`src/common/cpuPkg.sv`:
```
`default_nettype none

package cpuPkg;

    localparam int wordWidth = 32;
    localparam int numRegs = 16;

    typedef logic [wordWidth-1:0] wordT;
    typedef logic [2*wordWidth-1:0] dwordT;
    typedef logic [3:0] regIdxT;
    typedef logic [4:0] opcodeT;
    typedef logic [1:0] condT;

    // IR field positions.
    localparam int opMsb = 31;
    localparam int opLsb = 27;
    localparam int raMsb = 26;
    localparam int raLsb = 23;
    localparam int rbMsb = 22;
    localparam int rbLsb = 19;
    localparam int rcMsb = 18;
    localparam int rcLsb = 15;
    localparam int constMsb = 18;
    localparam int condMsb = 20;
    localparam int condLsb = 19;

    // Opcodes; codes 0 to 2 and 15 are left free for memory and divide.
    localparam opcodeT opAdd = 5'd3;
    localparam opcodeT opSub = 5'd4;
    localparam opcodeT opAnd = 5'd5;
    localparam opcodeT opOr = 5'd6;
    localparam opcodeT opRor = 5'd7;
    localparam opcodeT opRol = 5'd8;
    localparam opcodeT opShr = 5'd9;
    localparam opcodeT opShra = 5'd10;
    localparam opcodeT opShl = 5'd11;
    localparam opcodeT opAddi = 5'd12;
    localparam opcodeT opAndi = 5'd13;
    localparam opcodeT opOri = 5'd14;
    localparam opcodeT opMul = 5'd16;
    localparam opcodeT opNeg = 5'd17;
    localparam opcodeT opNot = 5'd18;
    localparam opcodeT opBr = 5'd19;

    // Branch conditions in C2.
    localparam condT condZero = 2'd0;
    localparam condT condNonZero = 2'd1;
    localparam condT condPos = 2'd2;
    localparam condT condNeg = 2'd3;

    typedef struct packed {
        logic pcOut;
        logic zHighOut;
        logic zLowOut;
        logic mdrOut;
        logic hiOut;
        logic loOut;
        logic inPortOut;
        logic cOut;
        logic rOut;
        logic [numRegs-1:0] regOut;
    } busSrcT;

    typedef struct packed {
        logic pcIn;
        logic irIn;
        logic marIn;
        logic mdrIn;
        logic yIn;
        logic zIn;
        logic hiIn;
        logic loIn;
        logic outPortIn;
        logic conIn;
        logic rIn;
        logic [numRegs-1:0] regIn;
    } loadT;

    typedef struct packed {
        busSrcT busSrc;
        loadT load;
        logic gra;
        logic grb;
        logic grc;
        logic baOut;
        logic incPc;
        logic read;
    } ctrlT;

endpackage

`default_nettype wire

```
`src/hw/busMux.sv`:
```
`timescale 1ns/100ps
`default_nettype none

module busMux (
    input wire logic Clock,
    input wire logic rstN,
    input cpuPkg::busSrcT src,
    input cpuPkg::wordT regData,
    input cpuPkg::wordT pc,
    input cpuPkg::wordT zHigh,
    input cpuPkg::wordT zLow,
    input cpuPkg::wordT mdr,
    input cpuPkg::wordT hi,
    input cpuPkg::wordT lo,
    input cpuPkg::wordT inPort,
    input cpuPkg::wordT cSignExt,
    output cpuPkg::wordT busData
);

    logic regSel;

    // Register file drives the bus for Gr-selected or direct reads.
    assign regSel = src.rOut | (|src.regOut);

    // Strobes are one-hot, so a plain AND-OR needs no priority.
    assign busData = ({32{src.pcOut}} & pc)
                   | ({32{src.zHighOut}} & zHigh)
                   | ({32{src.zLowOut}} & zLow)
                   | ({32{src.mdrOut}} & mdr)
                   | ({32{src.hiOut}} & hi)
                   | ({32{src.loOut}} & lo)
                   | ({32{src.inPortOut}} & inPort)
                   | ({32{src.cOut}} & cSignExt)
                   | ({32{regSel}} & regData);

    // Two drivers in one step would OR their values onto the bus.
    busOneSource: assert property (
        @(posedge Clock) disable iff (!rstN)
        $onehot0({src.pcOut, src.zHighOut, src.zLowOut, src.mdrOut, src.hiOut,
                  src.loOut, src.inPortOut, src.cOut, src.rOut, src.regOut})
    ) else $error("busMux: more than one bus source in one step");

endmodule

`default_nettype wire

```
`config.mk`:
```
export PLATFORM = sky130hd
export DESIGN_NAME = busMux
export DESIGN_NICKNAME = d
export VERILOG_FILES = /design/src/common/cpuPkg.sv /design/src/hw/busMux.sv
export SDC_FILE = /design/constraint.sdc
export NUM_CORES = 1
export LEC_CHECK = 0
export BUFFER_PORTS_ARGS = -buffer_cell sky130_fd_sc_hd__buf_2
export CORE_AREA = 2 2 135 137
export DETAILED_ROUTE_END_ITERATION = 10
export DIE_AREA = 0 0 137 139
export PLACE_DENSITY_LB_ADDON = 0.2
export SETUP_SLACK_MARGIN = 0.1
export SLEW_MARGIN = 20
export SYNTH_ARGS = -nofsm -noshare
export SYNTH_HDL_FRONTEND = slang
export SYNTH_SLANG_ARGS = --single-unit
```
`constraint.sdc`:
```
create_clock -name vclk -period 1.7
set_input_delay 0.17 -clock vclk [all_inputs]
set_output_delay 0.17 -clock vclk [all_outputs]
set_load 0.01 [all_outputs]
```
==> impl_table.tex <==
\begin{tabular}{lr}
\hline
Metric & Value \\
\hline
\multicolumn{2}{l}{\textbf{Yosys}} \\
\quad Post-synth cell types & 10 \\
\quad Syn\_nets & between 500 and 600 \\
\quad Top cell type's share of synthesized area & around three fifths \\
\quad Most numerous cell types in the synthesized netlist & a22oi\_1, nand4\_1, a21o\_1 \\
\quad Synth Instances & approximately 230 \\
\quad Sequential share of the synthesized area & 0\% \\
\quad Synth top area cells & a22oi\_1, a21o\_1, nand4\_1 \\
\quad Yosys warns & 0 \\
\quad Cell taking the most area after synthesis & a22oi\_1 \\
\quad Average cell area after synthesis & between 7 and 8 um2 \\
\quad Netlist area before placement & about 1600 um2 \\
\quad Cell with the most instances after synthesis & a22oi\_1 \\
\multicolumn{2}{l}{\textbf{Timing}} \\
\quad Worst Tran Pin Value & about 810 ps \\
\quad Max transition margin & a little under half \\
\quad Number of pins with negative max-slew slack in the final report & 0 \\
\quad Worst Setup Slack, final & -159 ps \\
\quad Final hold violations & 0 \\
\quad Share of the clock period used by the worst path & 109\% \\
\quad Final period demand of the worst path & between 1500 and 2000 ps \\
\quad RSZ-0062 raised after global routing & yes \\
\quad Setup violation total in the final timing report & 32 \\
\quad Fmax & between 500 and 600 MHz \\
\multicolumn{2}{l}{\textbf{Finish}} \\
\quad Antenna Diode Count & 0 \\
\quad Synth-to-layout area growth & 126\% \\
\quad Filler cell count in the final layout & between 2000 and 2500 \\
\quad Fraction of final layout cells sized beyond drive strength 1 & between 60\% and 70\% \\
\quad Combined flip-flop and latch cell area & 0 um2 \\
\quad Clock buffer count in the final layout & 0 \\
\quad Post-route cell area & between 3000 and 4000 um2 \\
\quad Multi-input gate area in the final layout & 1460 um2 \\
\quad Seq cells & 0 \\
\quad Final Non-Filler Cells & approximately 800 \\
\quad Layout Nets & between 800 and 900 \\
\multicolumn{2}{l}{\textbf{Setup path}} \\
\quad Critical path, cell by cell & buf\_2, nor4\_2, nand4\_1, or4\_4, buf\_6, a21o\_2, buf\_2 \\
\quad Critical path capture point type & primary output \\
\quad Critical path arrival & approximately 1700 ps \\
\quad CP Data Required Time & 1530 ps \\
\quad Critical Path Source Type & input port \\
\quad Crit-path max cell delay & 460 ps \\
\quad Crit path max-delay cell type & or4\_4 \\
\quad Cell with the most instances on the worst path & buf\_2 \\
\quad Setup CP Type & in2out \\
\quad Biggest fanout along the worst timing path & 16 \\
\multicolumn{2}{l}{\textbf{Placed design}} \\
\quad Standard cell area after detailed placement & between 3000 and 4000 um2 \\
\quad Final weighted congestion in routability-driven placement & 0.839 \\
\quad Input/output buffers & about 350 \\
\quad DP Wirelength & 11.8 mm \\
\quad Cell total after placement & just under 800 \\
\quad Worst slack, placed & -172 ps \\
\multicolumn{2}{l}{\textbf{Die}} \\
\quad Floorplan die width & around 140 um \\
\quad Y dimension of the die & between 100 and 150 um \\
\quad \# IOs & $\sim$350 \\
\quad Cell row count & 49 \\
\quad Area of the core & around 18000 um2 \\
\quad Effective utilization at floorplan & roughly 9\% \\
\quad Area enclosed by the die boundary & approximately 19000 um2 \\
\multicolumn{2}{l}{\textbf{Global route}} \\
\quad Initial antenna violation count & 1 \\
\quad Vias in the first global route & between 3000 and 4000 \\
\quad Pin count of the biggest net entering global routing & 33 \\
\quad GR Util All Layers & a little over an eighth \\
\quad Global route overflow & 0 \\
\quad First-pass GRT wire length & around 20 mm \\
\multicolumn{2}{l}{\textbf{Detailed routing}} \\
\quad First-pass iteration count of the detailed router & 4 \\
\quad Post-detailed-route via-to-cell ratio & 4.67 \\
\quad Final wirelength & 14.5 mm \\
\quad Initial detailed-routing violation count & $\sim$220 \\
\quad Number of design rule violations left after detail routing & 0 \\
\quad Total vias in the final route & around 3600 \\
\quad Average routed wire per standard cell & 18.6 um \\
\quad Antenna viol nets, final & 0 \\
\multicolumn{2}{l}{\textbf{Hold path}} \\
\quad Tightest Hold Check Type & in2out \\
\multicolumn{2}{l}{\textbf{Run}} \\
\quad Max-capacitance violation count & 0 \\
\multicolumn{2}{l}{\textbf{Power and ir drop}} \\
\quad Worst voltage drop across the vdd grid & between 0.1 and 0.15 mV \\
\quad LEAKAGE & 1.81 nW \\
\quad Power per unit of standard cell area & about 220 nW/um2 \\
\multicolumn{2}{l}{\textbf{Clock tree}} \\
\quad Number of buffers inserted by post-CTS setup repair & 0 \\
\multicolumn{2}{l}{\textbf{Outcome}} \\
\quad Status & complete, but fails checks \\
\quad Violations in the final reports & setup timing \\
\hline
\end{tabular}
-- critical path, delay by kind of cell --
kind | cells | cell delay (ps)
compound gates | 1 | 210
simple gates | 3 | 880
buf+inv | 3 | 420
-- metal layers --
| layer | GRT usage [%] | part of all wire [%] | wire length [um] |
|---|---|---|---|
| met5 | 0 | 0.090 | 13 |
| met4 | 2.01 | 1.5 | 216 |
| met3 | 1.24 | 9.4 | 1370 |
| met2 | 25.3 | 50 | 7300 |
| met1 | 16.3 | 39 | 5610 |
-- worst paths after layout --
path / start / end / slack [ps] / cells after the start
max: src[4] / busData[0] / -160 / 7
min: regData[9] / busData[9] / 620 / 3
-- cell type report --
class	count	area share (%)
Tap cell	229	7.98
Timing Repair Buffer	353	51.5
Multi-Input combinational cell	198	40.6
-- report_power, final --
| group | switching (mW) | internal (mW) | leakage, nW |
|---|---|---|---|
| clock | 0 | 0 | 0 |
| sequential | 0 | 0 | 0 |
| combinational | 0.368 | 0.428 | 1.81 |
-- per-stage QoR --
step	total power, mW	hold slack, ps	util (%)	TNS, ps
after floorplan	0.284	460	-	0
after global placement	0.786	619	20.2	-3430
after detailed placement	0.792	617	20.2	-4460
after CTS	0.796	619	20.3	-2970
after global routing	0.867	628	20.3	-5050
final	0.796	617	20.3	-4300
-- placed cells by master (no fill, tap or decap) --
| cell type | Yosys | layout |
|---|---|---|
| buf_2 | 0 | 345 |
| a22oi_1 | 128 | 128 |
| nand4_1 | 33 | 33 |
| a21o_1 | 30 | 30 |
| buf_12 | 0 | 4 |
| nor4_2 | 0 | 2 |
| a21o_2 | 2 | 2 |
| buf_4 | 0 | 2 |
| nor2_1 | 1 | 1 |
| nor4_1 | 3 | 1 |
| or4_4 | 0 | 1 |
| buf_8 | 3 | 1 |
| buf_6 | 1 | 1 |
-- what timing repair did --
item,in CTS,in global routing
gates resized for setup,4,2
hold buffers,0,0
endpoints found under the setup margin,32,32
-- cells by family after synthesis --
family,share of synthesized area [%]
buf+inv,9.23
compound gates,75.9
simple gates,14.9
Note: power is estimated with default switching activity, not from simulation.
