**src/common/cpuPkg.sv**
```systemverilog
`default_nettype none

package cpuPkg;

    localparam int wordWidth = 32;
    localparam int numRegs = 16;

    typedef logic [wordWidth-1:0] wordT;
    typedef logic [2*wordWidth-1:0] dwordT;
    typedef logic [3:0] regIdxT;
    typedef logic [4:0] opcodeT;
    typedef logic [1:0] condT;

    // IR field positions.
    localparam int opMsb = 31;
    localparam int opLsb = 27;
    localparam int raMsb = 26;
    localparam int raLsb = 23;
    localparam int rbMsb = 22;
    localparam int rbLsb = 19;
    localparam int rcMsb = 18;
    localparam int rcLsb = 15;
    localparam int constMsb = 18;
    localparam int condMsb = 20;
    localparam int condLsb = 19;

    // Opcodes; codes 0 to 2 and 15 are left free for memory and divide.
    localparam opcodeT opAdd = 5'd3;
    localparam opcodeT opSub = 5'd4;
    localparam opcodeT opAnd = 5'd5;
    localparam opcodeT opOr = 5'd6;
    localparam opcodeT opRor = 5'd7;
    localparam opcodeT opRol = 5'd8;
    localparam opcodeT opShr = 5'd9;
    localparam opcodeT opShra = 5'd10;
    localparam opcodeT opShl = 5'd11;
    localparam opcodeT opAddi = 5'd12;
    localparam opcodeT opAndi = 5'd13;
    localparam opcodeT opOri = 5'd14;
    localparam opcodeT opMul = 5'd16;
    localparam opcodeT opNeg = 5'd17;
    localparam opcodeT opNot = 5'd18;
    localparam opcodeT opBr = 5'd19;

    // Branch conditions in C2.
    localparam condT condZero = 2'd0;
    localparam condT condNonZero = 2'd1;
    localparam condT condPos = 2'd2;
    localparam condT condNeg = 2'd3;

    typedef struct packed {
        logic pcOut;
        logic zHighOut;
        logic zLowOut;
        logic mdrOut;
        logic hiOut;
        logic loOut;
        logic inPortOut;
        logic cOut;
        logic rOut;
        logic [numRegs-1:0] regOut;
    } busSrcT;

    typedef struct packed {
        logic pcIn;
        logic irIn;
        logic marIn;
        logic mdrIn;
        logic yIn;
        logic zIn;
        logic hiIn;
        logic loIn;
        logic outPortIn;
        logic conIn;
        logic rIn;
        logic [numRegs-1:0] regIn;
    } loadT;

    typedef struct packed {
        busSrcT busSrc;
        loadT load;
        logic gra;
        logic grb;
        logic grc;
        logic baOut;
        logic incPc;
        logic read;
    } ctrlT;

endpackage

`default_nettype wire

```
**src/hw/selectEncode.sv**
```systemverilog
`timescale 1ns/100ps
`default_nettype none

module selectEncode (
    input cpuPkg::wordT ir,
    input wire logic gra,
    input wire logic grb,
    input wire logic grc,
    input wire logic rIn,
    input wire logic rOut,
    input wire logic baOut,
    input wire logic [cpuPkg::numRegs-1:0] regIn,
    input wire logic [cpuPkg::numRegs-1:0] regOut,
    output logic [cpuPkg::numRegs-1:0] regWrEn,
    output logic [cpuPkg::numRegs-1:0] regRdSel,
    output logic readZero,
    output cpuPkg::wordT cSignExt
);

    import cpuPkg::*;

    regIdxT field;
    logic anySel;
    logic [numRegs-1:0] decoded;

    // Field select from IR.
    assign field = ({4{gra}} & ir[raMsb:raLsb])
                 | ({4{grb}} & ir[rbMsb:rbLsb])
                 | ({4{grc}} & ir[rcMsb:rcLsb]);

    assign anySel = gra | grb | grc;

    assign decoded = anySel ? ({{(numRegs-1){1'b0}}, 1'b1} << field) : '0;

    assign regWrEn = regIn | ({numRegs{rIn}} & decoded);

    // BAout reads the register like Rout does, with R0 as a zero base.
    assign regRdSel = regOut | ({numRegs{rOut | baOut}} & decoded);

    assign readZero = baOut & anySel & (field == '0);

    // Constant field sign-extended to a full word.
    assign cSignExt = {{(wordWidth-constMsb-1){ir[constMsb]}}, ir[constMsb:0]};

endmodule

`default_nettype wire

```
**config.mk**
```make
export PLATFORM = sky130hd
export DESIGN_NAME = selectEncode
export DESIGN_NICKNAME = d
export VERILOG_FILES = /design/src/common/cpuPkg.sv /design/src/hw/selectEncode.sv
export SDC_FILE = /design/constraint.sdc
export NUM_CORES = 1
export LEC_CHECK = 0
export ABC_AREA = 0
export BUFFER_PORTS_ARGS = -buffer_cell sky130_fd_sc_hd__buf_2
export CAP_MARGIN = 20
export CORE_MARGIN = 8
export CORE_UTILIZATION = 23
export DETAILED_ROUTE_END_ITERATION = 12
export GPL_TIMING_DRIVEN = 0
export PLACE_DENSITY = 0.79
export SLEW_MARGIN = 0
export SYNTH_ARGS = -nofsm -noshare
export SYNTH_HDL_FRONTEND = slang
export SYNTH_SLANG_ARGS = --single-unit
```
**constraint.sdc**
```tcl
create_clock -name vclk -period 1.9
set_input_delay 0.38 -clock vclk [all_inputs]
set_output_delay 0.38 -clock vclk [all_outputs]
set_load 0.02 [all_outputs]
```
==> results of run 1 <==
## cell families after synthesis
kind of cell           synth area share, %
AND/OR/NAND/NOR                       17.4
AO/OA/AOI/OAI                         45.2
buffers and inverters                 37.4
## timing repair
action                                  4_1_cts  5_1_grt
hold endpoints to repair                      0        0
endpoints found under the setup margin       33       33
buffers inserted                             12        6
gates resized for setup                      80       16
hold buffers                                  0        0
pin swaps                                    19       16
gates cloned                                  0        1
## worst paths after layout
kind	startpoint	end	slack, ns	cells after the start
hold / removal	ir[13]	cSignExt[13]	0.98	2
setup / recovery	grb	regWrEn[9]	-0.18	7
## cell usage after synthesis (2+ instances only)
master,count
nor2b_1,2
nor3b_1,2
o21bai_1,16
a222oi_1,4
buf_4,32
a31o_2,5
a21o_1,6
clkbuf_1,2
nand4b_1,2
nand2_1,2
a21o_2,3
nor2_1,3
## cell type report
class	instances	area share [%]
plain buffers	34	15.0
multi-input cells	55	32.0
repair buffers	134	51.0
well taps	31	2.13
## report_power, final
part / switching, mW / internal, mW / total, mW / leakage, nW
logic: 0.274 / 0.306 / 0.580 / 1.00
clock network: 0 / 0 / 0 / 0
registers: 0 / 0 / 0 / 0
total: 0.274 / 0.306 / 0.580 / 1.00
## per-stage QoR
stage                     worst slack, ns  hold slack, ns  instances
after CTS                          -0.150           0.982        247
after global routing               -0.285           0.985        254
after global placement             -0.755           0.981        235
after floorplan                    -0.215           0.864         89
after detailed placement           -0.782           0.982        235
final                              -0.183           0.980        254
## metal layers
layer / part of all wire [%] / routed length, um / track usage [%] / vias up
met1: 38 / 1520 / 15.1 / 532
met4: 0.67 / 27 / 0.893 / 0
met2: 52 / 2100 / 28.2 / 71
met5: 0 / 0 / 0 / -
li1: - / - / - / 573
met3: 9.9 / 399 / 5.44 / 2
==> qor.txt, run 1 <==
Finish-stage setup viols -> 33
max incr delay on CP -> 0.32 ns
diode count -> 0
most used cell, CP -> buf_6
TNS Setup -> -3.77 ns
Synth area leader -> buf_4
core area -> 0.00276 sq mm
First-pass DRT Iterations -> 5
CP top delay family -> compound AO/OA/AOI/OAI gates
Critical Path AT -> 1.70 ns
CP Launch Type -> input pin
synthesized net count -> 159
WP data required -> 1.52 ns
Via Count -> 1178
CP Capture Type -> output pin
die width -> 69.6 um
number of global-route vias before repair -> 1297
initial antenna violation count -> 0
Netlist cell types -> 22
1st-iter DRT viols -> 37
wire per inst -> 15.9 um
drt total wl -> 4.05 mm
first-pass GRT wire length -> 6.22 mm
DRC -> 0
total die area -> 0.00485 sq mm
Total GRT Usage -> 14.6%
Synth top area share -> 36.3%
post-synthesis cell area -> 662 sq um
Worst Path Buf+Inv -> 4
fillcell total -> 245
Detailed Place HPWL -> 3.13 mm
violated checks -> setup timing
GP Congestion -> 0.746
# nets final -> 295
register area -> 0 sq um
worst min path class -> input pin to output pin
worst-path cell chain -> buf_8 > a222oi_1 > buf_4 > buf_6 > and2b_2 > a31o_2 > buf_6
GRT overflow -> 0
cells after synthesis -> 89
most common cell after layout, fill and taps aside -> buf_2
P&R area growth vs syn -> 176%
Die H -> 69.6 um
max frequency -> 480 MHz
measured slew at the worst slew-check pin -> 0.360 ns
Syn Area/Cell -> 7.44 sq um
status -> finished with violations
DP Area -> 0.00132 sq mm
minimum clock period -> 2.08 ns
Slew Limit Headroom -> 75.9%
final design utilization -> 66.2%
pin count of the biggest net entering global routing -> 16
Ys Warns -> 0
Lkg Pwr -> 1.00 nW
share of layout cells above drive strength 1 -> 87.9%
synth top area cells -> buf_4, o21bai_1, a21o_1
slowest library cell on the worst path -> a222oi_1
Max IR drop VDD -> 0.000229 V
setup repair after global routing missed its margin -> yes
Rows -> 19
period utilization -> 110%
Initial Util -> 24.0%
P per Cell Area -> 318 mW/mm^2
io pins -> 135
CP max FO -> 5
ANT nets after route -> 0
# clk buffers -> 0
Vias/cell -> 4.64
final max-slew violation count -> 0
Final Total Pwr -> 580 uW
register area share after synthesis -> 0%
max-cap violations -> 0
final sequential cell count -> 0
Final WS setup -> -0.183 ns
# port buffers -> 115
commonest non-fill, non-tap cells in the layout -> buf_2, buf_4, buf_6
fin area -> 0.00182 sq mm
Final Hold Vio Count -> 0
area occupied by multi-input gates -> 583 sq um
WS Path Type -> input pin to output pin
Note: power is estimated with default switching activity, not from simulation.
==> inputs of run 2 (changes only) <==
- CORE_ASPECT_RATIO: not set -> 0.6
==> run 2 against run 1 <==
The run still ends with setup timing left. Combinational power grew 1%. Global-route usage grew 1.1 points. Utilization shrank 0.65 points. Total power grew 1.3%. Critical endpoint is now regWrEn[3]. Routed wire length grew 7.8%. Critical path type unchanged.
==> qor.txt, run 2 (synthesized netlist as in run 1, its figures left out) <==
status -> finished with violations
violated checks -> setup timing
# port buffers -> 115 (unchanged)
Via Count -> 1163 (-1.3%)
core area -> 0.00280 sq mm (+1.4%)
io pins -> 135 (unchanged)
Max IR drop VDD -> 0.000153 V (-33%)
CP Capture Type -> output pin
Sequential Power Share -> 0% (unchanged)
ANT nets after route -> 0 (unchanged)
first-pass GRT wire length -> 6.51 mm (+4.7%)
Worst Path Buf+Inv -> 4 (unchanged)
initial antenna violation count -> 0 (unchanged)
Lkg Pwr -> 1.00 nW (-0.45%)
drt total wl -> 4.36 mm (+7.8%)
CP max FO -> 5 (unchanged)
most common cell after layout, fill and taps aside -> buf_2
CP top delay family -> compound AO/OA/AOI/OAI gates
die width -> 85.3 um (+22%)
Rows -> 15 (-4)
Logic pwr share -> 100.0% (about the same)
register area -> 0 sq um (unchanged)
number of global-route vias before repair -> 1295 (-0.15%)
worst-path cell chain -> buf_8 > a222oi_1 > buf_4 > buf_12 > nand4b_1 > o21bai_1 > buf_4
Clock power frac -> 0% (unchanged)
slowest library cell on the worst path -> a222oi_1
Internal -> 308 uW (+0.48%)
Critical Path AT -> 1.77 ns (+0.07 ns)
CP Launch Type -> input pin
Finish-stage setup viols -> 33 (unchanged)
minimum clock period -> 2.15 ns (+0.0681 ns)
First-pass DRT Iterations -> 5 (unchanged)
Total GRT Usage -> 15.7% (+1.1 points)
# clk buffers -> 0 (unchanged)
Initial Util -> 23.7% (-0.33 points)
setup repair after global routing missed its margin -> yes
final sequential cell count -> 0 (unchanged)
DRC -> 0 (unchanged)
diode count -> 0 (unchanged)
Slew Limit Headroom -> 71.0% (-4.9 points)
P&R area growth vs syn -> 177%
# nets final -> 292 (-1.0%)
Vias/cell -> 4.58 (-1.3%)
Net Sw Frac -> 47.6% (+0.40 points)
Die H -> 57.6 um (-17%)
most used cell, CP -> buf_4
WS Path Type -> input pin to output pin
wire per inst -> 17.2 um (+7.8%)
worst min path class -> input pin to output pin
dpl ws -> -0.754 ns (+0.0275 ns)
commonest non-fill, non-tap cells in the layout -> buf_2, buf_4, buf_6
max-cap violations -> 0 (unchanged)
pin count of the biggest net entering global routing -> 16 (unchanged)
Final WS setup -> -0.251 ns (-0.0681 ns)
GP Congestion -> 0.750 (+0.51%)
final max-slew violation count -> 0 (unchanged)
P per Cell Area -> 321 mW/mm^2 (+0.84%)
share of layout cells above drive strength 1 -> 87.7% (-0.17 points)
WP data required -> 1.52 ns (about the same)
measured slew at the worst slew-check pin -> 0.433 ns (+0.0731 ns)
GRT overflow -> 0 (unchanged)
total die area -> 0.00491 sq mm (+1.2%)
period utilization -> 113% (+3.6 points)
max frequency -> 465 MHz (-3.2%)
Final Hold Vio Count -> 0 (unchanged)
net switching power -> 280 uW (+2.1%)
Detailed Place HPWL -> 3.26 mm (+4.3%)
final hold slack -> 0.980 ns (-0.0000300 ns)
1st-iter DRT viols -> 69 (+86%)
max incr delay on CP -> 0.34 ns (+0.02 ns)
## run 2: worst paths after layout
| kind | slack (ns) | from | depth (start not counted) | to |
|---|---|---|---|---|
| worst max-delay path | -0.25 | grb | 7 | regWrEn[3] |
| worst min-delay path | 0.98 | ir[5] | 2 | cSignExt[5] |
## run 2: power by group through the flow
stage                     Clock, mW  Combinational (mW)  Sequential (mW)
after global routing              0               0.619                0
after detailed placement          0               0.415                0
after CTS                         0               0.564                0
after global placement            0               0.412                0
after floorplan                   0               0.260                0
final                             0               0.588                0
## run 2: per-layer routing
layer	GRT usage, %	up-vias	share of wire (%)
met5	0	-	0
met4	0.990	0	0.27
met1	17.3	546	38
met2	32.1	46	57
met3	2.29	2	4.7
li1	-	569	-
## run 2: through the flow
step,power [mW],utilization (%),setup TNS [ns],instance area [sq um],instances
2_1_floorplan,0.260,-,-4.16,704,89
5_1_grt,0.619,65.5,-6.75,1830,254
3_5_place_dp,0.415,47.3,-20.66,1320,238
4_1_cts,0.564,63.5,-3.31,1780,250
3_3_place_gp,0.412,47.3,-20.46,1320,238
6_report,0.588,65.5,-5.22,1830,254
## run 2: repair_timing
item,in CTS,in global routing
pin swaps,19,16
hold buffers,0,0
buffers inserted,12,4
resized for setup,98,6
endpoints found under the setup margin,33,33
## run 2: layout make-up
cell class                      instances  area [sq um]
Fill cell                             236           965
Multi-Input combinational cell         55           577
Tap cell                               34          42.5
Buffer                                 34           273
Timing Repair Buffer                  131           940
