<file path="config.mk">
export PLATFORM = sky130hd
export DESIGN_NAME = regFile
export DESIGN_NICKNAME = d
export VERILOG_FILES = /design/src/common/cpuPkg.sv /design/src/regFile/regFile.sv
export SDC_FILE = /design/constraint.sdc
export NUM_CORES = 1
export LEC_CHECK = 0
export ABC_AREA = 0
export BUFFER_PORTS_ARGS = -buffer_cell sky130_fd_sc_hd__buf_2
export CELL_PAD_IN_SITES_DETAIL_PLACEMENT = 0
export CELL_PAD_IN_SITES_GLOBAL_PLACEMENT = 1
export CORE_UTILIZATION = 40
export DETAILED_ROUTE_END_ITERATION = 10
export PLACE_DENSITY_LB_ADDON = 0.1
export SLEW_MARGIN = 20
export SYNTH_ARGS = -nofsm -noshare
export SYNTH_HDL_FRONTEND = slang
export SYNTH_SLANG_ARGS = --single-unit
</file>
<file path="constraint.sdc">
create_clock -name Clock -period 1.5 [get_ports Clock]
set_input_delay 0 -clock Clock [delete_from_list [all_inputs] [get_ports Clock]]
set_output_delay 0 -clock Clock [all_outputs]
set_load 0.01 [all_outputs]
</file>
<file path="src/common/cpuPkg.sv">
`default_nettype none

package cpuPkg;

    localparam int wordWidth = 32;
    localparam int numRegs = 16;

    typedef logic [wordWidth-1:0] wordT;
    typedef logic [2*wordWidth-1:0] dwordT;
    typedef logic [3:0] regIdxT;
    typedef logic [4:0] opcodeT;
    typedef logic [1:0] condT;

    // IR field positions.
    localparam int opMsb = 31;
    localparam int opLsb = 27;
    localparam int raMsb = 26;
    localparam int raLsb = 23;
    localparam int rbMsb = 22;
    localparam int rbLsb = 19;
    localparam int rcMsb = 18;
    localparam int rcLsb = 15;
    localparam int constMsb = 18;
    localparam int condMsb = 20;
    localparam int condLsb = 19;

    // Opcodes; codes 0 to 2 and 15 are left free for memory and divide.
    localparam opcodeT opAdd = 5'd3;
    localparam opcodeT opSub = 5'd4;
    localparam opcodeT opAnd = 5'd5;
    localparam opcodeT opOr = 5'd6;
    localparam opcodeT opRor = 5'd7;
    localparam opcodeT opRol = 5'd8;
    localparam opcodeT opShr = 5'd9;
    localparam opcodeT opShra = 5'd10;
    localparam opcodeT opShl = 5'd11;
    localparam opcodeT opAddi = 5'd12;
    localparam opcodeT opAndi = 5'd13;
    localparam opcodeT opOri = 5'd14;
    localparam opcodeT opMul = 5'd16;
    localparam opcodeT opNeg = 5'd17;
    localparam opcodeT opNot = 5'd18;
    localparam opcodeT opBr = 5'd19;

    // Branch conditions in C2.
    localparam condT condZero = 2'd0;
    localparam condT condNonZero = 2'd1;
    localparam condT condPos = 2'd2;
    localparam condT condNeg = 2'd3;

    typedef struct packed {
        logic pcOut;
        logic zHighOut;
        logic zLowOut;
        logic mdrOut;
        logic hiOut;
        logic loOut;
        logic inPortOut;
        logic cOut;
        logic rOut;
        logic [numRegs-1:0] regOut;
    } busSrcT;

    typedef struct packed {
        logic pcIn;
        logic irIn;
        logic marIn;
        logic mdrIn;
        logic yIn;
        logic zIn;
        logic hiIn;
        logic loIn;
        logic outPortIn;
        logic conIn;
        logic rIn;
        logic [numRegs-1:0] regIn;
    } loadT;

    typedef struct packed {
        busSrcT busSrc;
        loadT load;
        logic gra;
        logic grb;
        logic grc;
        logic baOut;
        logic incPc;
        logic read;
    } ctrlT;

endpackage

`default_nettype wire

</file>
<file path="src/regFile/regFile.sv">
`timescale 1ns/100ps
`default_nettype none

module regFile (
    input wire logic Clock,
    input wire logic rstN,
    input cpuPkg::wordT busData,
    input wire logic [cpuPkg::numRegs-1:0] wrEn,
    input wire logic [cpuPkg::numRegs-1:0] rdSel,
    input wire logic readZero,
    output cpuPkg::wordT rdData
);

    import cpuPkg::*;

    wordT regs [numRegs];

    always_ff @(posedge Clock or negedge rstN) begin
        if (!rstN) begin
            for (int i = 0; i < numRegs; i++) begin
                regs[i] <= '0;
            end
        end else begin
            for (int i = 0; i < numRegs; i++) begin
                if (wrEn[i]) begin
                    regs[i] <= busData;
                end
            end
        end
    end

    // Read mux, one-hot select.
    always_comb begin
        rdData = '0;
        if (!readZero) begin
            for (int i = 0; i < numRegs; i++) begin
                if (rdSel[i]) begin
                    rdData = rdData | regs[i];
                end
            end
        end
    end

    // Gr decode and the direct vector must never pick two registers together.
    rdSelOneHot: assert property (
        @(posedge Clock) disable iff (!rstN)
        $onehot0(rdSel)
    ) else $error("regFile: read select 0x%h is not one-hot", rdSel);

endmodule

`default_nettype wire

</file>
==> reports/metrics.cfg, run 1 <==
[run_status]
status=finished with violations
violations=negative setup slack

[layout]
regMostFlops=regs
fin_cells=2384
area_growth_pct=20.3
layout_commonest_cell=dfrtp_1
layout_common_cells=512 x dfrtp_1, 474 x mux2_2, 94 x a22o_1, 94 x buf_2, 64 x a22oi_1
design_area_sq_um=26500
nets=1713
reg_top3=regs x512
drive_gt1_share_pct=47.6
largest_reg_flops=512
diodes=0

[routing]
via_count=14000
wl_per_cell_microns=27.4
drt_iter0_drc=948
firstDrtPassIters=5
drc_errors=0
drt.antenna.violating_nets=0
drt-total-wl_microns=65200
vias_per_cell=5.87

[logic_synthesis]
synth-adder-area-share_pct=0
ys_seq_area_share_pct=58.2
synthMuxAreaShare_pct=26.2
ys_types=14
syn_area_sq_um=22000
synth_top_cell_by_area=dfrtp_1
synth_top_family_by_area=multiplexers
synth-compound-area-share_pct=11.6
yosys.area_share.simple_pct=0.909
yosysTopAreaCellShare_pct=58.2
synthesis.nets=1558
synth_seq_cells=512
syn-mean-instance-area_sq_um=14.8
synthTopCellsByArea=dfrtp_1 58%, mux2_2 24%, a22o_1 3.7%
ys_warn_count=0
synth_cells=1491
synth_xor_area_share_pct=0

[cts]
clk_pin_slew_worst_paths_ns=0.06
numCtsBuffers=57
cts_max_level=2
insertion_delay_ns=0.59
cts_buffer_depth=3
clockRootBuffer=clkbuf_16
clkSinkCount=512
cts_tree=done

[sta]
setup_viol=32
slew_viol_final=0
hold_viol_final=0
rsz0062_at_grt=true
max_slew_margin_pct=20.4
max_freq_mhz=508
postLayoutSetupSlackWorst_ns=-0.469
tightestPinTransition_ns=1.19
clock_skew_ns=0
layout_min_cycle_time_ns=1.97
layout_worst_path_cycle_share_pct=131

[grt]
grt_usage_pct=23.9
grt-ovfl-total=0
grt_pass1_vias=14700
grt_pass1_wl_microns=99200
antenna_found_initial=1
grt_max_degree=83

[setup_path]
end_kind=primary output
critPathRequiredTime_ns=1.50
start_kind=register
worst-endpoint-arrival_ns=1.97
cp_max_fo=2
criticalPathCategory=reg -> out

[place]
port_buffers=98
dp_cells=2225
dp_hpwl_microns=38000
gp_congestion=0.714
placed_cell_area_sq_um=23900

[floorplanning]
initial_core_util_pct=40.7
rows=85
die_y_microns=237
io_pins=99
core-area_sq_um=54100
die_area_sq_um=56000
die_w_microns=237

[run]
cap_violations=0

[hold_path]
holdCritPathClass=in -> async

[pwr]
ir_drop_mv=0.805
p_leak_uw=0.0112
power_density_nw_per_um2=1280

[routing by layer]
| metal | track usage, % | part of all wire, % | up-vias |
|---|---|---|---|
| li1 | - | - | 5983 |
| met2 | 37.5 | 47 | 323 |
| met1 | 34.9 | 47 | 7608 |
| met5 | 0 | 0.025 | - |
| met3 | 3.49 | 4.4 | 80 |
| met4 | 5.61 | 1.7 | 2 |
[cell usage after synthesis]
cell	n
mux2_2	474
buf_6	8
a22oi_1	64
a22o_1	94
a22o_2	2
and3_1	32
clkbuf_1	67
a221oi_2	29
dfrtp_1	512
a221oi_1	67
mux2_1	38
buf_4	1
a31oi_1	32
buf_2	71
[through the flow]
step / TNS (ns) / hold WS, ns / total power [uW] / setup slack [ns] / utilization (%)
floorplan: 0 / -0.296 / 18700 / 0.451 / -
global placement: 0 / -0.112 / 20400 / 0.0576 / 44.2
detailed placement: 0 / -0.116 / 20500 / 0.0689 / 44.2
CTS: -14.35 / 0.0106 / 34200 / -0.511 / 48.8
global route: -15.21 / 0.0305 / 35300 / -0.539 / 48.9
finish: -12.50 / 0.0248 / 33900 / -0.469 / 48.9
[critical path, stage by stage (launching register included)]
cell,delay [ns]
dfrtp_1,0.39
a22o_1,0.23
a221oi_2,0.18
and3_4,0.23
a31oi_2,0.11
buf_4,0.23
[where the power goes]
| part | switching (uW) | total, uW | internal (uW) |
|---|---|---|---|
| Combinational | 2240 | 4570 | 2330 |
| Clock | 5560 | 13300 | 7760 |
| Sequential | 758 | 16000 | 15200 |
[cells by family after synthesis]
logic type	after synthesis
flip-flops	512
buffers and inverters	147
AO/OA/AOI/OAI	288
AND/OR/NAND/NOR	32
multiplexers	512
[worst paths after layout]
check,start,endpoint,slack (ns),cells after the start
worst max-delay path,regs[293],rdData[5],-0.47,5
worst min-delay path,rstN,regs[252],0.02,3
worst max register to register,regs[53],regs[53],0.17,2
worst min register to register,regs[494],regs[494],0.49,1
max in group asynchronous,rstN,regs[9],0.91,3
min in group Clock,busData[12],regs[492],0.39,3
[layout make-up]
type                            instances  area (sq um)
Clock buffer                           96          1730
Timing Repair Buffer                  243          2320
Sequential cell                       512         12800
Multi-Input combinational cell        832          8730
Clock inverter                          5          28.8
Fill cell                            4703         27600
Tap cell                              696           871
[repair_timing]
item,in CTS,in global routing
hold buffers,54,0
hold endpoints to repair,1024,0
setup buffers,4,1
cloned,0,0
gates resized for setup,23,14
pin swaps,62,31
setup endpoints to repair,32,32
Power figures use the tool's default switching activity.
==> inputs of run 2 (changes only) <==
--- a/config.mk
+++ b/config.mk
@@ -9,9 +9,12 @@
 export BUFFER_PORTS_ARGS = -buffer_cell sky130_fd_sc_hd__buf_2
 export CELL_PAD_IN_SITES_DETAIL_PLACEMENT = 0
 export CELL_PAD_IN_SITES_GLOBAL_PLACEMENT = 1
+export CORE_MARGIN = 5
 export CORE_UTILIZATION = 40
+export CTS_CLUSTER_DIAMETER = 200
 export DETAILED_ROUTE_END_ITERATION = 10
 export PLACE_DENSITY_LB_ADDON = 0.1
+export SETUP_SLACK_MARGIN = 0.05
 export SLEW_MARGIN = 20
 export SYNTH_ARGS = -nofsm -noshare
 export SYNTH_HDL_FRONTEND = slang
==> reports/metrics.cfg, run 2 (same netlist as run 1, synthesis figures left out) <==
[floorplanning]
core-area_sq_um=54900
io_pins=99
die_y_microns=245
rows=86
initial_core_util_pct=40.1
die_area_sq_um=59900
die_w_microns=245

[layout]
layout_commonest_cell=dfrtp_1
multi_input_area_sq_um=8820
register_area_sq_um=12800
fill_cells=4762
nets=1736
largest_reg_flops=512
layout_common_cells=512 x dfrtp_1, 474 x mux2_2, 94 x a22o_1
regMostFlops=regs
area_growth_pct=22.4
diodes=0
reg_top3=regs x512
drive_gt1_share_pct=49.3
final_util_pct=49.1
design_area_sq_um=27000

[setup_path]
cp_max_fo=2
r2r_start=regs[506]
r2r_end=regs[506]
end_kind=primary output
critPathSlowestCell=dfrtp_1
worst-endpoint-arrival_ns=1.98
reg2reg_depth=2
start_kind=register
regToRegSetupSlack_ns=0.16
cp_cell_sequence=a22o_1 -> a221oi_2 -> and3_1 -> a31oi_2 -> buf_2
criticalPathCategory=reg -> out
critPathRequiredTime_ns=1.50
cp_slowest_stage_delay_ns=0.38

[cts]
cts_buffer_depth=3
clkSinkCount=512
clockRootBuffer=clkbuf_16
cts_max_level=2
numCtsBuffers=58
clk_pin_slew_worst_paths_ns=0.06
insertion_delay_ns=0.61
cts_tree=done

[grt]
grt_use_met3_pct=3.96
grt_pass1_wl_microns=101000
grt-ovfl-total=0
grt_max_degree=75
gr-usage-met1_pct=33.3
grt_use_met2_pct=34.1
busiest_layer=met2
grt_usage_pct=22.3
antenna_found_initial=1
grt_pass1_vias=15100

[run_status]
violations=negative setup slack
status=finished with violations

[sta]
rsz0062_at_grt=true
layout_worst_path_cycle_share_pct=132
hold_viol_final=0
tightestPinTransition_ns=0.775
setup_viol=32
postLayoutSetupSlackWorst_ns=-0.478
layout_min_cycle_time_ns=1.98
hold_ws_ns=0.129
slew_viol_final=0
clock_skew_ns=0
max_freq_mhz=505
max_slew_margin_pct=48.3

[routing]
vias_per_cell=5.83
drt-total-wl_microns=66800
drt_iter0_drc=799
drt.antenna.violating_nets=0
via_count=14100
drc_errors=0
firstDrtPassIters=4
wl_per_cell_microns=27.7

[hold_path]
holdCritPathClass=in -> async

[place]
placed_cell_area_sq_um=24000
port_buffers=98
dp_hpwl_microns=38900
gp_congestion=0.721
pre_cts_ws_ns=0.0169

[pwr]
ir_drop_mv=0.961
power_density_nw_per_um2=1300
p_leak_uw=0.0114
totalPowerFinal_uw=35000

[run]
cap_violations=0

## run 2: changes by cell type in the layout (fill, tap and decap cells not counted), sizes merged
cell / previous run / this run
buf: 189 / 205
clkbuf: 97 / 88
dlygate4sd3: 53 / 60
inv: 0 / 4
bufinv: 0 / 3
clkinv: 5 / 7
## run 2: worst max-delay path by stage
stage                   start        end  slack, ns  depth (start not counted)
floorplan           regs[288]  rdData[0]       0.45                          4
global placement    regs[288]  rdData[0]       0.02                          5
detailed placement  regs[288]  rdData[0]       0.02                          5
CTS                 regs[297]  rdData[9]      -0.55                          6
global route        regs[292]  rdData[4]      -0.55                          5
finish              regs[292]  rdData[4]      -0.48                          5
## run 2: where the power goes
| part | internal [uW] | switching (uW) | leakage, uW |
|---|---|---|---|
| Clock | 8610 | 5740 | 0.000967 |
| Combinational | 2400 | 2290 | 0.00443 |
| Sequential | 15200 | 772 | 0.00599 |
| Total | 26200 | 8810 | 0.0114 |
## run 2: critical path, delay by kind of cell, from the launching register on
kind | cells | cell delay [ns]
AND/OR/NAND/NOR | 1 | 0.25
flip-flops | 1 | 0.38
AO/OA/AOI/OAI | 3 | 0.54
buffers and inverters | 1 | 0.20
## run 2: what timing repair did
| item | CTS | global route |
|---|---|---|
| endpoints found under the setup margin | 32 | 32 |
| endpoints found under the hold margin | 1024 | 0 |
| pin swaps | 60 | 36 |
| buffers inserted | 6 | 0 |
| resized for setup | 28 | 28 |
| hold buffers | 61 | 0 |
## run 2: layout make-up
cell class,count,share of cell area [%]
tap,704,3.27
clock buffer,88,6.58
clock inverter,14,0.636
timing repair buffer,265,9.26
multi-input combinational,832,32.7
sequential,512,47.5
## run 2: per-layer routing
layer / vias up / wire, microns
li1: 6032 / -
met5: - / 7
met1: 7624 / 32100
met3: 94 / 3220
met2: 339 / 30200
met4: 2 / 1330
## run 2: stage by stage
| stage | cells | TNS [ns] |
|---|---|---|
| floorplan | 1491 | 0 |
| global placement | 2247 | 0 |
| detailed placement | 2247 | 0 |
| CTS | 2416 | -16.95 |
| global route | 2415 | -14.84 |
| finish | 2415 | -11.82 |
