--- config.mk ---
export PLATFORM = sky130hd
export DESIGN_NAME = conFf
export DESIGN_NICKNAME = d
export VERILOG_FILES = /design/src/common/cpuPkg.sv /design/src/hw/conFf.sv
export SDC_FILE = /design/constraint.sdc
export NUM_CORES = 1
export LEC_CHECK = 0
export BUFFER_PORTS_ARGS = -buffer_cell sky130_fd_sc_hd__clkbuf_2
export CORE_AREA = 10 10 47 49
export CTS_CLUSTER_SIZE = 30
export DETAILED_ROUTE_END_ITERATION = 8
export DIE_AREA = 0 0 57 59
export PLACE_DENSITY = 0.8
export RECOVER_POWER = 100
export SYNTH_ARGS = -nofsm -noshare
export SYNTH_HDL_FRONTEND = slang
export SYNTH_SLANG_ARGS = --single-unit
--- constraint.sdc ---
create_clock -name Clock -period 0.8 [get_ports Clock]
set_clock_uncertainty 0.05 [all_clocks]
set_input_delay 0.24 -clock Clock [delete_from_list [all_inputs] [get_ports Clock]]
set_output_delay 0.24 -clock Clock [all_outputs]
set_load 0.005 [all_outputs]
--- src/common/cpuPkg.sv ---
`default_nettype none

package cpuPkg;

    localparam int wordWidth = 32;
    localparam int numRegs = 16;

    typedef logic [wordWidth-1:0] wordT;
    typedef logic [2*wordWidth-1:0] dwordT;
    typedef logic [3:0] regIdxT;
    typedef logic [4:0] opcodeT;
    typedef logic [1:0] condT;

    // IR field positions.
    localparam int opMsb = 31;
    localparam int opLsb = 27;
    localparam int raMsb = 26;
    localparam int raLsb = 23;
    localparam int rbMsb = 22;
    localparam int rbLsb = 19;
    localparam int rcMsb = 18;
    localparam int rcLsb = 15;
    localparam int constMsb = 18;
    localparam int condMsb = 20;
    localparam int condLsb = 19;

    // Opcodes; codes 0 to 2 and 15 are left free for memory and divide.
    localparam opcodeT opAdd = 5'd3;
    localparam opcodeT opSub = 5'd4;
    localparam opcodeT opAnd = 5'd5;
    localparam opcodeT opOr = 5'd6;
    localparam opcodeT opRor = 5'd7;
    localparam opcodeT opRol = 5'd8;
    localparam opcodeT opShr = 5'd9;
    localparam opcodeT opShra = 5'd10;
    localparam opcodeT opShl = 5'd11;
    localparam opcodeT opAddi = 5'd12;
    localparam opcodeT opAndi = 5'd13;
    localparam opcodeT opOri = 5'd14;
    localparam opcodeT opMul = 5'd16;
    localparam opcodeT opNeg = 5'd17;
    localparam opcodeT opNot = 5'd18;
    localparam opcodeT opBr = 5'd19;

    // Branch conditions in C2.
    localparam condT condZero = 2'd0;
    localparam condT condNonZero = 2'd1;
    localparam condT condPos = 2'd2;
    localparam condT condNeg = 2'd3;

    typedef struct packed {
        logic pcOut;
        logic zHighOut;
        logic zLowOut;
        logic mdrOut;
        logic hiOut;
        logic loOut;
        logic inPortOut;
        logic cOut;
        logic rOut;
        logic [numRegs-1:0] regOut;
    } busSrcT;

    typedef struct packed {
        logic pcIn;
        logic irIn;
        logic marIn;
        logic mdrIn;
        logic yIn;
        logic zIn;
        logic hiIn;
        logic loIn;
        logic outPortIn;
        logic conIn;
        logic rIn;
        logic [numRegs-1:0] regIn;
    } loadT;

    typedef struct packed {
        busSrcT busSrc;
        loadT load;
        logic gra;
        logic grb;
        logic grc;
        logic baOut;
        logic incPc;
        logic read;
    } ctrlT;

endpackage

`default_nettype wire

--- src/hw/conFf.sv ---
`timescale 1ns/100ps
`default_nettype none

module conFf (
    input wire logic Clock,
    input wire logic rstN,
    input wire logic conIn,
    input cpuPkg::wordT ir,
    input cpuPkg::wordT busData,
    output logic conFlag
);

    import cpuPkg::*;

    condT cond;
    logic isZero;
    logic hit;

    assign cond = ir[condMsb:condLsb];
    assign isZero = (busData == '0);

    // Positive means strictly above zero.
    always_comb begin
        case (cond)
            condZero: hit = isZero;
            condNonZero: hit = !isZero;
            condPos: hit = !busData[wordWidth-1] && !isZero;
            condNeg: hit = busData[wordWidth-1];
            default: hit = 1'b0;
        endcase
    end

    always_ff @(posedge Clock or negedge rstN) begin
        if (!rstN) begin
            conFlag <= 1'b0;
        end else if (conIn) begin
            conFlag <= hit;
        end
    end

endmodule

`default_nettype wire

==> metrics.md, run 1 <==
| Metric | Value |
|---|---|
| Share of final-layout standard cells stronger than drive strength 1 | 81.4% |
| Buffers inserted by post-CTS timing repair | 0 |
| Drt pass-1 iters | 2 |
| Syn Area/Cell | 8.41 um^2 |
| Largest register FFs | 1 |
| Area added between synthesis and finish | 190% |
| Regs by FF count | conFlag x1 |
| Final Cycle Share | 160% |
| Power density relative to cell area | 520 nW/um^2 |
| Via count of the first global-routing pass | 364 |
| Count of state elements after synthesis | 1 |
| Most flop-heavy register | conFlag |
| DRC errors left | 0 |
| CP Data Arrival Time | 1.10 ns |
| Min-delay worst type | in -> async |
| Least setup slack across all paths after layout | -0.478 ns |
| Die Y-Extent | 59 um |
| I/O pin count | 68 |
| Total power | 0.228 mW |
| Antenna-violating nets left | 0 |
| Worst flop-to-flop path endpoint | conFlag |
| Final setup vio count | 1 |
| Biggest cell delay along the critical path | 0.28 ns |
| Wire length of the first global-routing pass | ~1700 um |
| DRT iter0 DRCs | 1 |
| Critical path class | in -> reg |
| Synth warnings | 0 |
| Worst hold slack | 0.510 ns |
| Shortest clock period the worst path allows after layout | 1.28 ns |
| Peak Freq | 0.783 GHz |
| Post-layout net count | 128 |
| Pins over their slew limit | 0 |
| Number of antenna violations at the first check in global routing | 0 |
| Routed vias | between 300 and 400 |
| Leakage power | 0.206 nW |
| Nets in the synthesized netlist | 85 |
| Violated checks | setup timing |
| Max stage delay cell, worst path | sky130_fd_sc_hd__o32ai_2 |
| Initial Utilization | 10.8% |
| Aggregate global routing overflow | 0 |
| Maximum Capacitance Violations | 0 |
| Final routed wire length divided by cell count | 13.7 um |
| Mapped cell area | 151 um^2 |
| Unrepaired setup endpoints after global routing | true |
| Relative max-transition margin | 85.2% |
| Std-Cell Core Area | 1400 um^2 |
| Number of hold-slack violations in the final timing report | 0 |
| Run status | complete, but fails checks |
| Cells traversed along the worst timing path | clkbuf_2, nor4_4, nand4_1, o32ai_2, a31oi_1 |
| Final wirelength | 1030 um |
| Detail-routed via count per cell | 4.25 |
| Endpoint type of the worst setup path | flop |
| Req. time, crit path | 0.62 ns |
| Clock-pin slew on the worst setup and hold paths | 0 ns |
| Largest net degree at the start of global routing | 4 |
| Minimum setup slack among reg-to-reg paths | 0.10 ns |
| Ant. Diodes | 0 |
| Sequential share of the synthesized area | 16.5% |
| Insertion delay of the later-clocked pin in the worst-skew pair | 0 ns |
| Routability congestion estimate | between 0.6 and 0.7 |
| Depth of the worst register-to-register path | 2 |
| Slew at the pin with the worst max-slew slack | roughly 0.22 ns |
| Highest net fanout along the worst path | 2 |
| Count of cell types in the netlist | 11 |
| CP Launch Type | primary input |
| Startpoint of the worst register-to-register path | conFlag |
| Die extent in x | ~57 um |
| Total Routing Usage GR | under 10% |
| Port-buffer cells | 37 |
| Post-Synthesis Cells | 18 |
| Die Footprint | 3360 um^2 |
| Peak VDD IR | 0.000135 V |
| Std-Cell Rows | 14 |
kinds of logic after synthesis:
group	after synthesis	synth area share, %
compound gates	3	14.9
xor+xnor	1	5.79
simple gates	13	62.8
flops	1	16.5
layout by cell type, fill, tap and decap left out:
cell / n
sky130_fd_sc_hd__clkbuf_2: 37
sky130_fd_sc_hd__o211ai_1: 1
sky130_fd_sc_hd__a31oi_1: 1
sky130_fd_sc_hd__nor4_1: 2
sky130_fd_sc_hd__nor4_4: 2
sky130_fd_sc_hd__dfrtp_1: 1
sky130_fd_sc_hd__and2b_2: 1
sky130_fd_sc_hd__nand4_1: 2
sky130_fd_sc_hd__nor4_2: 4
sky130_fd_sc_hd__o32ai_2: 1
sky130_fd_sc_hd__dlygate4sd3_1: 1
sky130_fd_sc_hd__nand3_1: 1
sky130_fd_sc_hd__or2_0: 1
sky130_fd_sc_hd__xnor2_1: 1
sky130_fd_sc_hd__buf_4: 3
layout make-up:
class,count,area (um^2)
fillers,156,962
multi-input cells,17,176
flip-flops and latches,1,25.0
well taps,16,20.0
repair buffers,41,218
worst max path at each step:
| stage | endpoint | slack (ns) | from | depth (start not counted) |
|---|---|---|---|---|
| final | conFlag | -0.48 | busData[8] | 5 |
| after global routing | conFlag | -0.55 | busData[8] | 5 |
| after CTS | conFlag | -0.48 | busData[27] | 5 |
| after detailed placement | conFlag | -0.50 | busData[18] | 5 |
| after global placement | conFlag | -0.46 | busData[27] | 5 |
| after floorplan | conFlag | -0.30 | busData[7] | 4 |
synth_stat cells (all sizes together):
library cell,n,area (um^2)
nor4,8,62.6
nand4,2,12.5
a31oi,1,6.26
and2b,1,8.76
dfrtp,1,25.0
nand3,1,5.00
o211ai,1,7.51
o32ai,1,8.76
or2,1,6.26
xnor2,1,8.76
per-stage QoR:
step,cell area [um^2],TNS [ns],util [%],setup slack (ns),instances
after floorplan,194,-0.299,-,-0.299,18
after global placement,422,-0.464,30.1,-0.464,74
after detailed placement,422,-0.498,30.1,-0.498,74
after CTS,439,-0.484,31.3,-0.484,75
after global routing,439,-0.552,31.3,-0.552,75
final,439,-0.478,31.3,-0.478,75
metal layers:
metal  GRT usage [%]  vias to the layer above  wire length [um]
met2            11.5                       17               582
li1                -                      165                 -
met1            5.62                      137               316
met5               0                        -                 0
met3            2.15                        0               126
met4               0                        0                 0
where the power goes:
group / switching, mW / internal (mW) / leakage [nW]
sequential: 0.00446 / 0.0577 / 0.0111
clock: 0 / 0 / 0
combinational: 0.0631 / 0.103 / 0.195
total: 0.0676 / 0.161 / 0.206
what timing repair did:
action	CTS	global route
hold buffers	1	0
endpoints found under the hold margin	1	0
pin swaps	5	4
resized for setup	1	0
setup endpoints to repair	1	1
worst max-delay path, delay by kind of cell:
kind	cells	cell delay [ns]
AO/OA/AOI/OAI	2	0.34
buffers and inverters	1	0.10
AND/OR/NAND/NOR	2	0.42
Power figures use the tool's default switching activity.
==> inputs of run 2 (changes only) <==
SETUP_SLACK_MARGIN = 0.1   (was not set)
==> metrics.md, run 2 (synthesized netlist as in run 1, its figures left out) <==
| Metric | Value |
|---|---|
| Buffers inserted by post-CTS timing repair | 0 (unchanged) |
| Number of antenna violations at the first check in global routing | 0 (unchanged) |
| Post-layout net count | 127 (was 128) |
| Layout Cells excl Fill | 74 (was 75) |
| Peak Freq | 0.783 GHz (about the same) |
| Biggest cell delay along the critical path | 0.28 ns (about the same) |
| Detail-routed via count per cell | 4.28 (was 4.25) |
| Drt pass-1 iters | 2 (unchanged) |
| Initial Utilization | 10.8% (unchanged) |
| Final wirelength | 1020 um (was 1030 um) |
| Std-Cell Core Area | 1400 um^2 (unchanged) |
| Depth of the worst register-to-register path | 2 (unchanged) |
| Commonest non-fill, non-tap cell in the layout | sky130_fd_sc_hd__clkbuf_2 (unchanged) |
| Most flop-heavy register | conFlag (unchanged) |
| Routed vias | 317 (was 319) |
| CP Buf/Inv Count | 1 (unchanged) |
| Relative max-transition margin | 85.2% (unchanged) |
| Die Footprint | 3360 um^2 (unchanged) |
| CP Launch Type | primary input (unchanged) |
| Req. time, crit path | 0.62 ns (about the same) |
| Largest register FFs | 1 (unchanged) |
| DRT iter0 DRCs | 1 (unchanged) |
| Unrepaired setup endpoints after global routing | true (unchanged) |
| Cells traversed along the worst timing path | clkbuf_2, nor4_4, nand4_1, o32ai_2, a31oi_1 (unchanged) |
| Slew at the pin with the worst max-slew slack | 0.219 ns (unchanged) |
| Run status | complete, but fails checks (unchanged) |
| DRC errors left | 0 (unchanged) |
| Leakage power | 0.202 nW (was 0.206 nW) |
| Antenna-violating nets left | 0 (unchanged) |
| Violated checks | hold timing, setup timing (was setup timing) |
| Post-Layout Inst Area | 429 um^2 (was 439 um^2) |
| Share of final-layout standard cells stronger than drive strength 1 | 82.8% (was 81.4%) |
| Ant. Diodes | 0 (unchanged) |
| Die extent in x | 57 um (unchanged) |
| Placed Cells incl. Taps | 74 (unchanged) |
| Min-delay worst type | in -> async (unchanged) |
| Shortest clock period the worst path allows after layout | 1.28 ns (about the same) |
| Highest net fanout along the worst path | 2 (unchanged) |
| Total Routing Usage GR | 5.67% (unchanged) |
| Maximum Capacitance Violations | 0 (unchanged) |
| Power density relative to cell area | 523 nW/um^2 (was 520 nW/um^2) |
| Routability congestion estimate | 0.632 (unchanged) |
| Final routed wire length divided by cell count | 13.8 um (was 13.7 um) |
| Regs by FF count | conFlag x1 (unchanged) |
| Endpoint type of the worst setup path | flop (unchanged) |
| Multi-input gate area | 176 um^2 (unchanged) |
| Critical path class | in -> reg (unchanged) |
| Most frequent cells in the layout | sky130_fd_sc_hd__clkbuf_2, sky130_fd_sc_hd__nor4_2, sky130_fd_sc_hd__buf_4 (unchanged) |
| Largest net degree at the start of global routing | 4 (unchanged) |
| Final Cycle Share | 160% (about the same) |
| Max stage delay cell, worst path | sky130_fd_sc_hd__o32ai_2 (unchanged) |
| Least setup slack across all paths after layout | -0.478 ns (about the same) |
| Clock-pin slew on the worst setup and hold paths | 0 ns (about the same) |
| Total area of sequential cells | 25.0 um^2 (unchanged) |
| Die Y-Extent | 59 um (unchanged) |
| Std-Cell Rows | 14 (unchanged) |
| Peak VDD IR | 0.000135 V (about the same) |
| Pins over their slew limit | 0 (unchanged) |
| Worst hold slack | -0.0340 ns (was 0.510 ns) |
| Via count of the first global-routing pass | 362 (was 364) |
| Final setup vio count | 1 (unchanged) |
| Post-Place Cell Area | 422 um^2 (unchanged) |
| Aggregate global routing overflow | 0 (unchanged) |
| CP Data Arrival Time | 1.10 ns (about the same) |
| Area added between synthesis and finish | 183% (was 190%) |
| Crit path depth | 5 (unchanged) |
| I/O pin count | 68 (unchanged) |
| CP top delay family | simple AND/OR/NAND/NOR gates (unchanged) |
| Port-buffer cells | 37 (unchanged) |
| Insertion delay of the later-clocked pin in the worst-skew pair | 0 ns (about the same) |
| Number of hold-slack violations in the final timing report | 1 (was 0) |
| Wire length of the first global-routing pass | 1660 um (about the same) |
| Number of fill cells | 157 (was 156) |
## run 2: cell count changes in the layout (fill, tap and decap cells not counted), sizes merged
cell         previous run  this run
dlygate4sd3             1         0
## run 2: per-layer routing
metal | up-vias | part of all wire, % | track usage (%) | wire, um
met1 | 137 | 31 | 5.62 | 312
met2 | 17 | 57 | 11.5 | 583
li1 | 163 | - | - | -
met5 | - | 0 | 0 | 0
met3 | 0 | 12 | 2.15 | 126
met4 | 0 | 0 | 0 | 0
## run 2: worst paths after layout
kind	to	slack, ns	from
setup / recovery	conFlag	-0.48	busData[8]
hold reg to reg	conFlag	0.52	conFlag
min in group Clock	conFlag	0.51	conIn
setup reg to reg	conFlag	0.10	conFlag
max in group asynchronous	conFlag	0.65	rstN
hold / removal	conFlag	-0.03	rstN
## run 2: through the flow
stage | util [%] | power, mW | hold WS [ns] | setup TNS [ns] | worst slack, ns
floorplan | - | 0.0920 | -0.106 | -0.299 | -0.299
global placement | 30.1 | 0.218 | -0.0331 | -0.464 | -0.464
detailed placement | 30.1 | 0.222 | -0.0327 | -0.498 | -0.498
CTS | 30.6 | 0.227 | -0.0327 | -0.484 | -0.484
global route | 30.6 | 0.240 | -0.0303 | -0.552 | -0.552
finish | 30.6 | 0.225 | -0.0340 | -0.478 | -0.478
## run 2: area by class of cell
type,count,share of cell area [%]
timing repair buffer,40,48.4
multi-input combinational,17,41.1
sequential,1,5.83
tap,16,4.66
## run 2: worst reg2reg max path, cell delays in order (launching register included)
cell and delay [ns]:
sky130_fd_sc_hd__dfrtp_1 0.37, sky130_fd_sc_hd__o32ai_2 0.09, sky130_fd_sc_hd__a31oi_1 0.06
## run 2: repair_timing
action / CTS / global route
endpoints found under the setup margin: 2 / 2
endpoints found under the hold margin: 1 / 1
gates resized for setup: 1 / 0
pin swaps: 5 / 4
## run 2: power by group
part / leakage, nW / total (mW) / switching [mW] / internal, mW
sequential: 0.0111 / 0.0622 / 0.00446 / 0.0577
clock: 0 / 0 / 0 / 0
combinational: 0.191 / 0.162 / 0.0624 / 0.0999
==> inputs of run 3 (changes only) <==
==> constraint.sdc (replaced) <==
create_clock -name Clock -period 0.8 [get_ports Clock]
set_clock_uncertainty 0.05 [all_clocks]
set_input_delay 0.16 -clock Clock [delete_from_list [all_inputs] [get_ports Clock]]
set_output_delay 0.16 -clock Clock [all_outputs]
set_load 0.005 [all_outputs]
==> metrics.md, run 3 (synthesized netlist as in run 1, its figures left out) <==
| Metric | Value |
|---|---|
| Cells traversed along the worst timing path | clkbuf_2, nor4_4, nand4_1, o32ai_2, a31oi_1 (unchanged) |
| Routed vias | 319 (was 317) |
| Violated checks | setup timing (was hold timing, setup timing) |
| Port-buffer cells | 37 (unchanged) |
| Layout Cells excl Fill | 75 (was 74) |
| Detail-routed via count per cell | 4.25 (was 4.28) |
| DRC errors left | 0 (unchanged) |
| Ant. Diodes | 0 (unchanged) |
| Maximum Capacitance Violations | 0 (unchanged) |
| Number of hold-slack violations in the final timing report | 0 (was 1) |
| Std-Cell Rows | 14 (unchanged) |
| Leakage power | 0.203 nW (was 0.202 nW) |
| Slew at the pin with the worst max-slew slack | 0.219 ns (unchanged) |
| Least setup slack across all paths after layout | -0.398 ns (was -0.478 ns) |
| Req. time, crit path | 0.62 ns (about the same) |
| Peak Freq | 0.835 GHz (was 0.783 GHz) |
| Initial Utilization | 10.8% (unchanged) |
| Min-delay worst type | in -> async (unchanged) |
| Regs by FF count | conFlag x1 (unchanged) |
| Max stage delay cell, worst path | sky130_fd_sc_hd__o32ai_2 (unchanged) |
| CP Data Arrival Time | 1.02 ns (was 1.10 ns) |
| Highest net fanout along the worst path | 2 (unchanged) |
| Buffers inserted by post-CTS timing repair | 0 (unchanged) |
| DRT iter0 DRCs | 1 (unchanged) |
| CP Launch Type | primary input (unchanged) |
| Commonest non-fill, non-tap cell in the layout | sky130_fd_sc_hd__clkbuf_2 (unchanged) |
| Run status | complete, but fails checks (unchanged) |
| Aggregate global routing overflow | 0 (unchanged) |
| Routability congestion estimate | 0.632 (unchanged) |
| Largest net degree at the start of global routing | 4 (unchanged) |
| Pins over their slew limit | 0 (unchanged) |
| Placed Cells incl. Taps | 74 (unchanged) |
| Power density relative to cell area | 518 nW/um^2 (was 523 nW/um^2) |
| Clock-pin slew on the worst setup and hold paths | 0 ns (about the same) |
| Critical path class | in -> reg (unchanged) |
| Endpoint type of the worst setup path | flop (unchanged) |
| Area added between synthesis and finish | 189% (was 183%) |
| Antenna-violating nets left | 0 (unchanged) |
| Std-Cell Core Area | 1400 um^2 (unchanged) |
| Shortest clock period the worst path allows after layout | 1.20 ns (was 1.28 ns) |
| Layout Utilization | 31.3% (was 30.6%) |
| Most frequent cells in the layout | sky130_fd_sc_hd__clkbuf_2, sky130_fd_sc_hd__nor4_2, sky130_fd_sc_hd__buf_4 (unchanged) |
| Final setup vio count | 1 (unchanged) |
| Final routed wire length divided by cell count | 13.7 um (was 13.8 um) |
| Share of final-layout standard cells stronger than drive strength 1 | 79.7% (was 82.8%) |
| Relative max-transition margin | 85.2% (unchanged) |
| Die Footprint | 3360 um^2 (unchanged) |
| Peak VDD IR | 0.000135 V (about the same) |
| Post-layout net count | 128 (was 127) |
| Final wirelength | 1030 um (was 1020 um) |
| Total Routing Usage GR | 5.67% (unchanged) |
| Die Y-Extent | 59 um (unchanged) |
| Largest register FFs | 1 (unchanged) |
| Number of fill cells | 157 (unchanged) |
| Number of antenna violations at the first check in global routing | 0 (unchanged) |
| Via count of the first global-routing pass | 364 (was 362) |
| Final Cycle Share | 150% (was 160%) |
| Die extent in x | 57 um (unchanged) |
| Unrepaired setup endpoints after global routing | true (unchanged) |
| Insertion delay of the later-clocked pin in the worst-skew pair | 0 ns (about the same) |
| Wire length of the first global-routing pass | 1660 um (about the same) |
| Most flop-heavy register | conFlag (unchanged) |
| Drt pass-1 iters | 2 (unchanged) |
| Biggest cell delay along the critical path | 0.28 ns (about the same) |
| I/O pin count | 68 (unchanged) |
-- run 3: cell count changes in the layout (fill, tap and decap cells not counted), sizes merged --
| cell | delta |
|---|---|
| dlygate4sd3 | +1 |
-- run 3: critical path, delay by kind of cell --
| kind | cells | cell delay (ns) |
|---|---|---|
| and+or+nand+nor | 2 | 0.42 |
| AOI/OAI and AO/OA | 2 | 0.34 |
| buffers and inverters | 1 | 0.10 |
-- run 3: area by class of cell --
| cell class | count | area, um^2 | area share, % |
|---|---|---|---|
| Multi-Input combinational cell | 17 | 176 | 40.3 |
| Sequential cell | 1 | 25.0 | 5.71 |
| Tap cell | 16 | 20.0 | 4.57 |
| Timing Repair Buffer | 41 | 216 | 49.4 |
-- run 3: final timing paths --
check                            from      end  slack [ns]  cells past startpoint
setup / recovery           busData[8]  conFlag       -0.40                      5
hold / removal                   rstN  conFlag        0.43                      2
setup reg to reg              conFlag  conFlag        0.10                      2
hold reg to reg               conFlag  conFlag        0.52                      2
max in group asynchronous        rstN  conFlag        0.18                      2
min in group Clock              conIn  conFlag        0.43                      3
-- run 3: metrics by stage --
step | setup TNS (ns) | power (mW) | hold slack [ns] | cell area [um^2] | setup slack, ns
2_1_floorplan | -0.219 | 0.0920 | -0.186 | 194 | -0.219
3_3_place_gp | -0.384 | 0.218 | -0.113 | 422 | -0.384
3_5_place_dp | -0.418 | 0.222 | -0.113 | 422 | -0.418
4_1_cts | -0.404 | 0.231 | 0.432 | 439 | -0.404
5_1_grt | -0.472 | 0.243 | 0.447 | 438 | -0.472
6_report | -0.398 | 0.227 | 0.430 | 438 | -0.398
-- run 3: report_power, final --
part           switching (mW)  total, mW  internal (mW)
logic                  0.0632      0.165          0.102
registers             0.00437     0.0621         0.0577
clock network               0          0              0
-- run 3: routing by layer --
layer,track usage (%),wire [um]
met1,5.62,317
met2,11.5,582
met3,2.15,126
met4,0,0
met5,0,0
-- run 3: repair_timing --
item,4_1_cts,5_1_grt
pin swaps,5,4
setup endpoints to repair,1,2
hold endpoints to repair,1,0
resized for setup,1,1
hold buffers,1,0
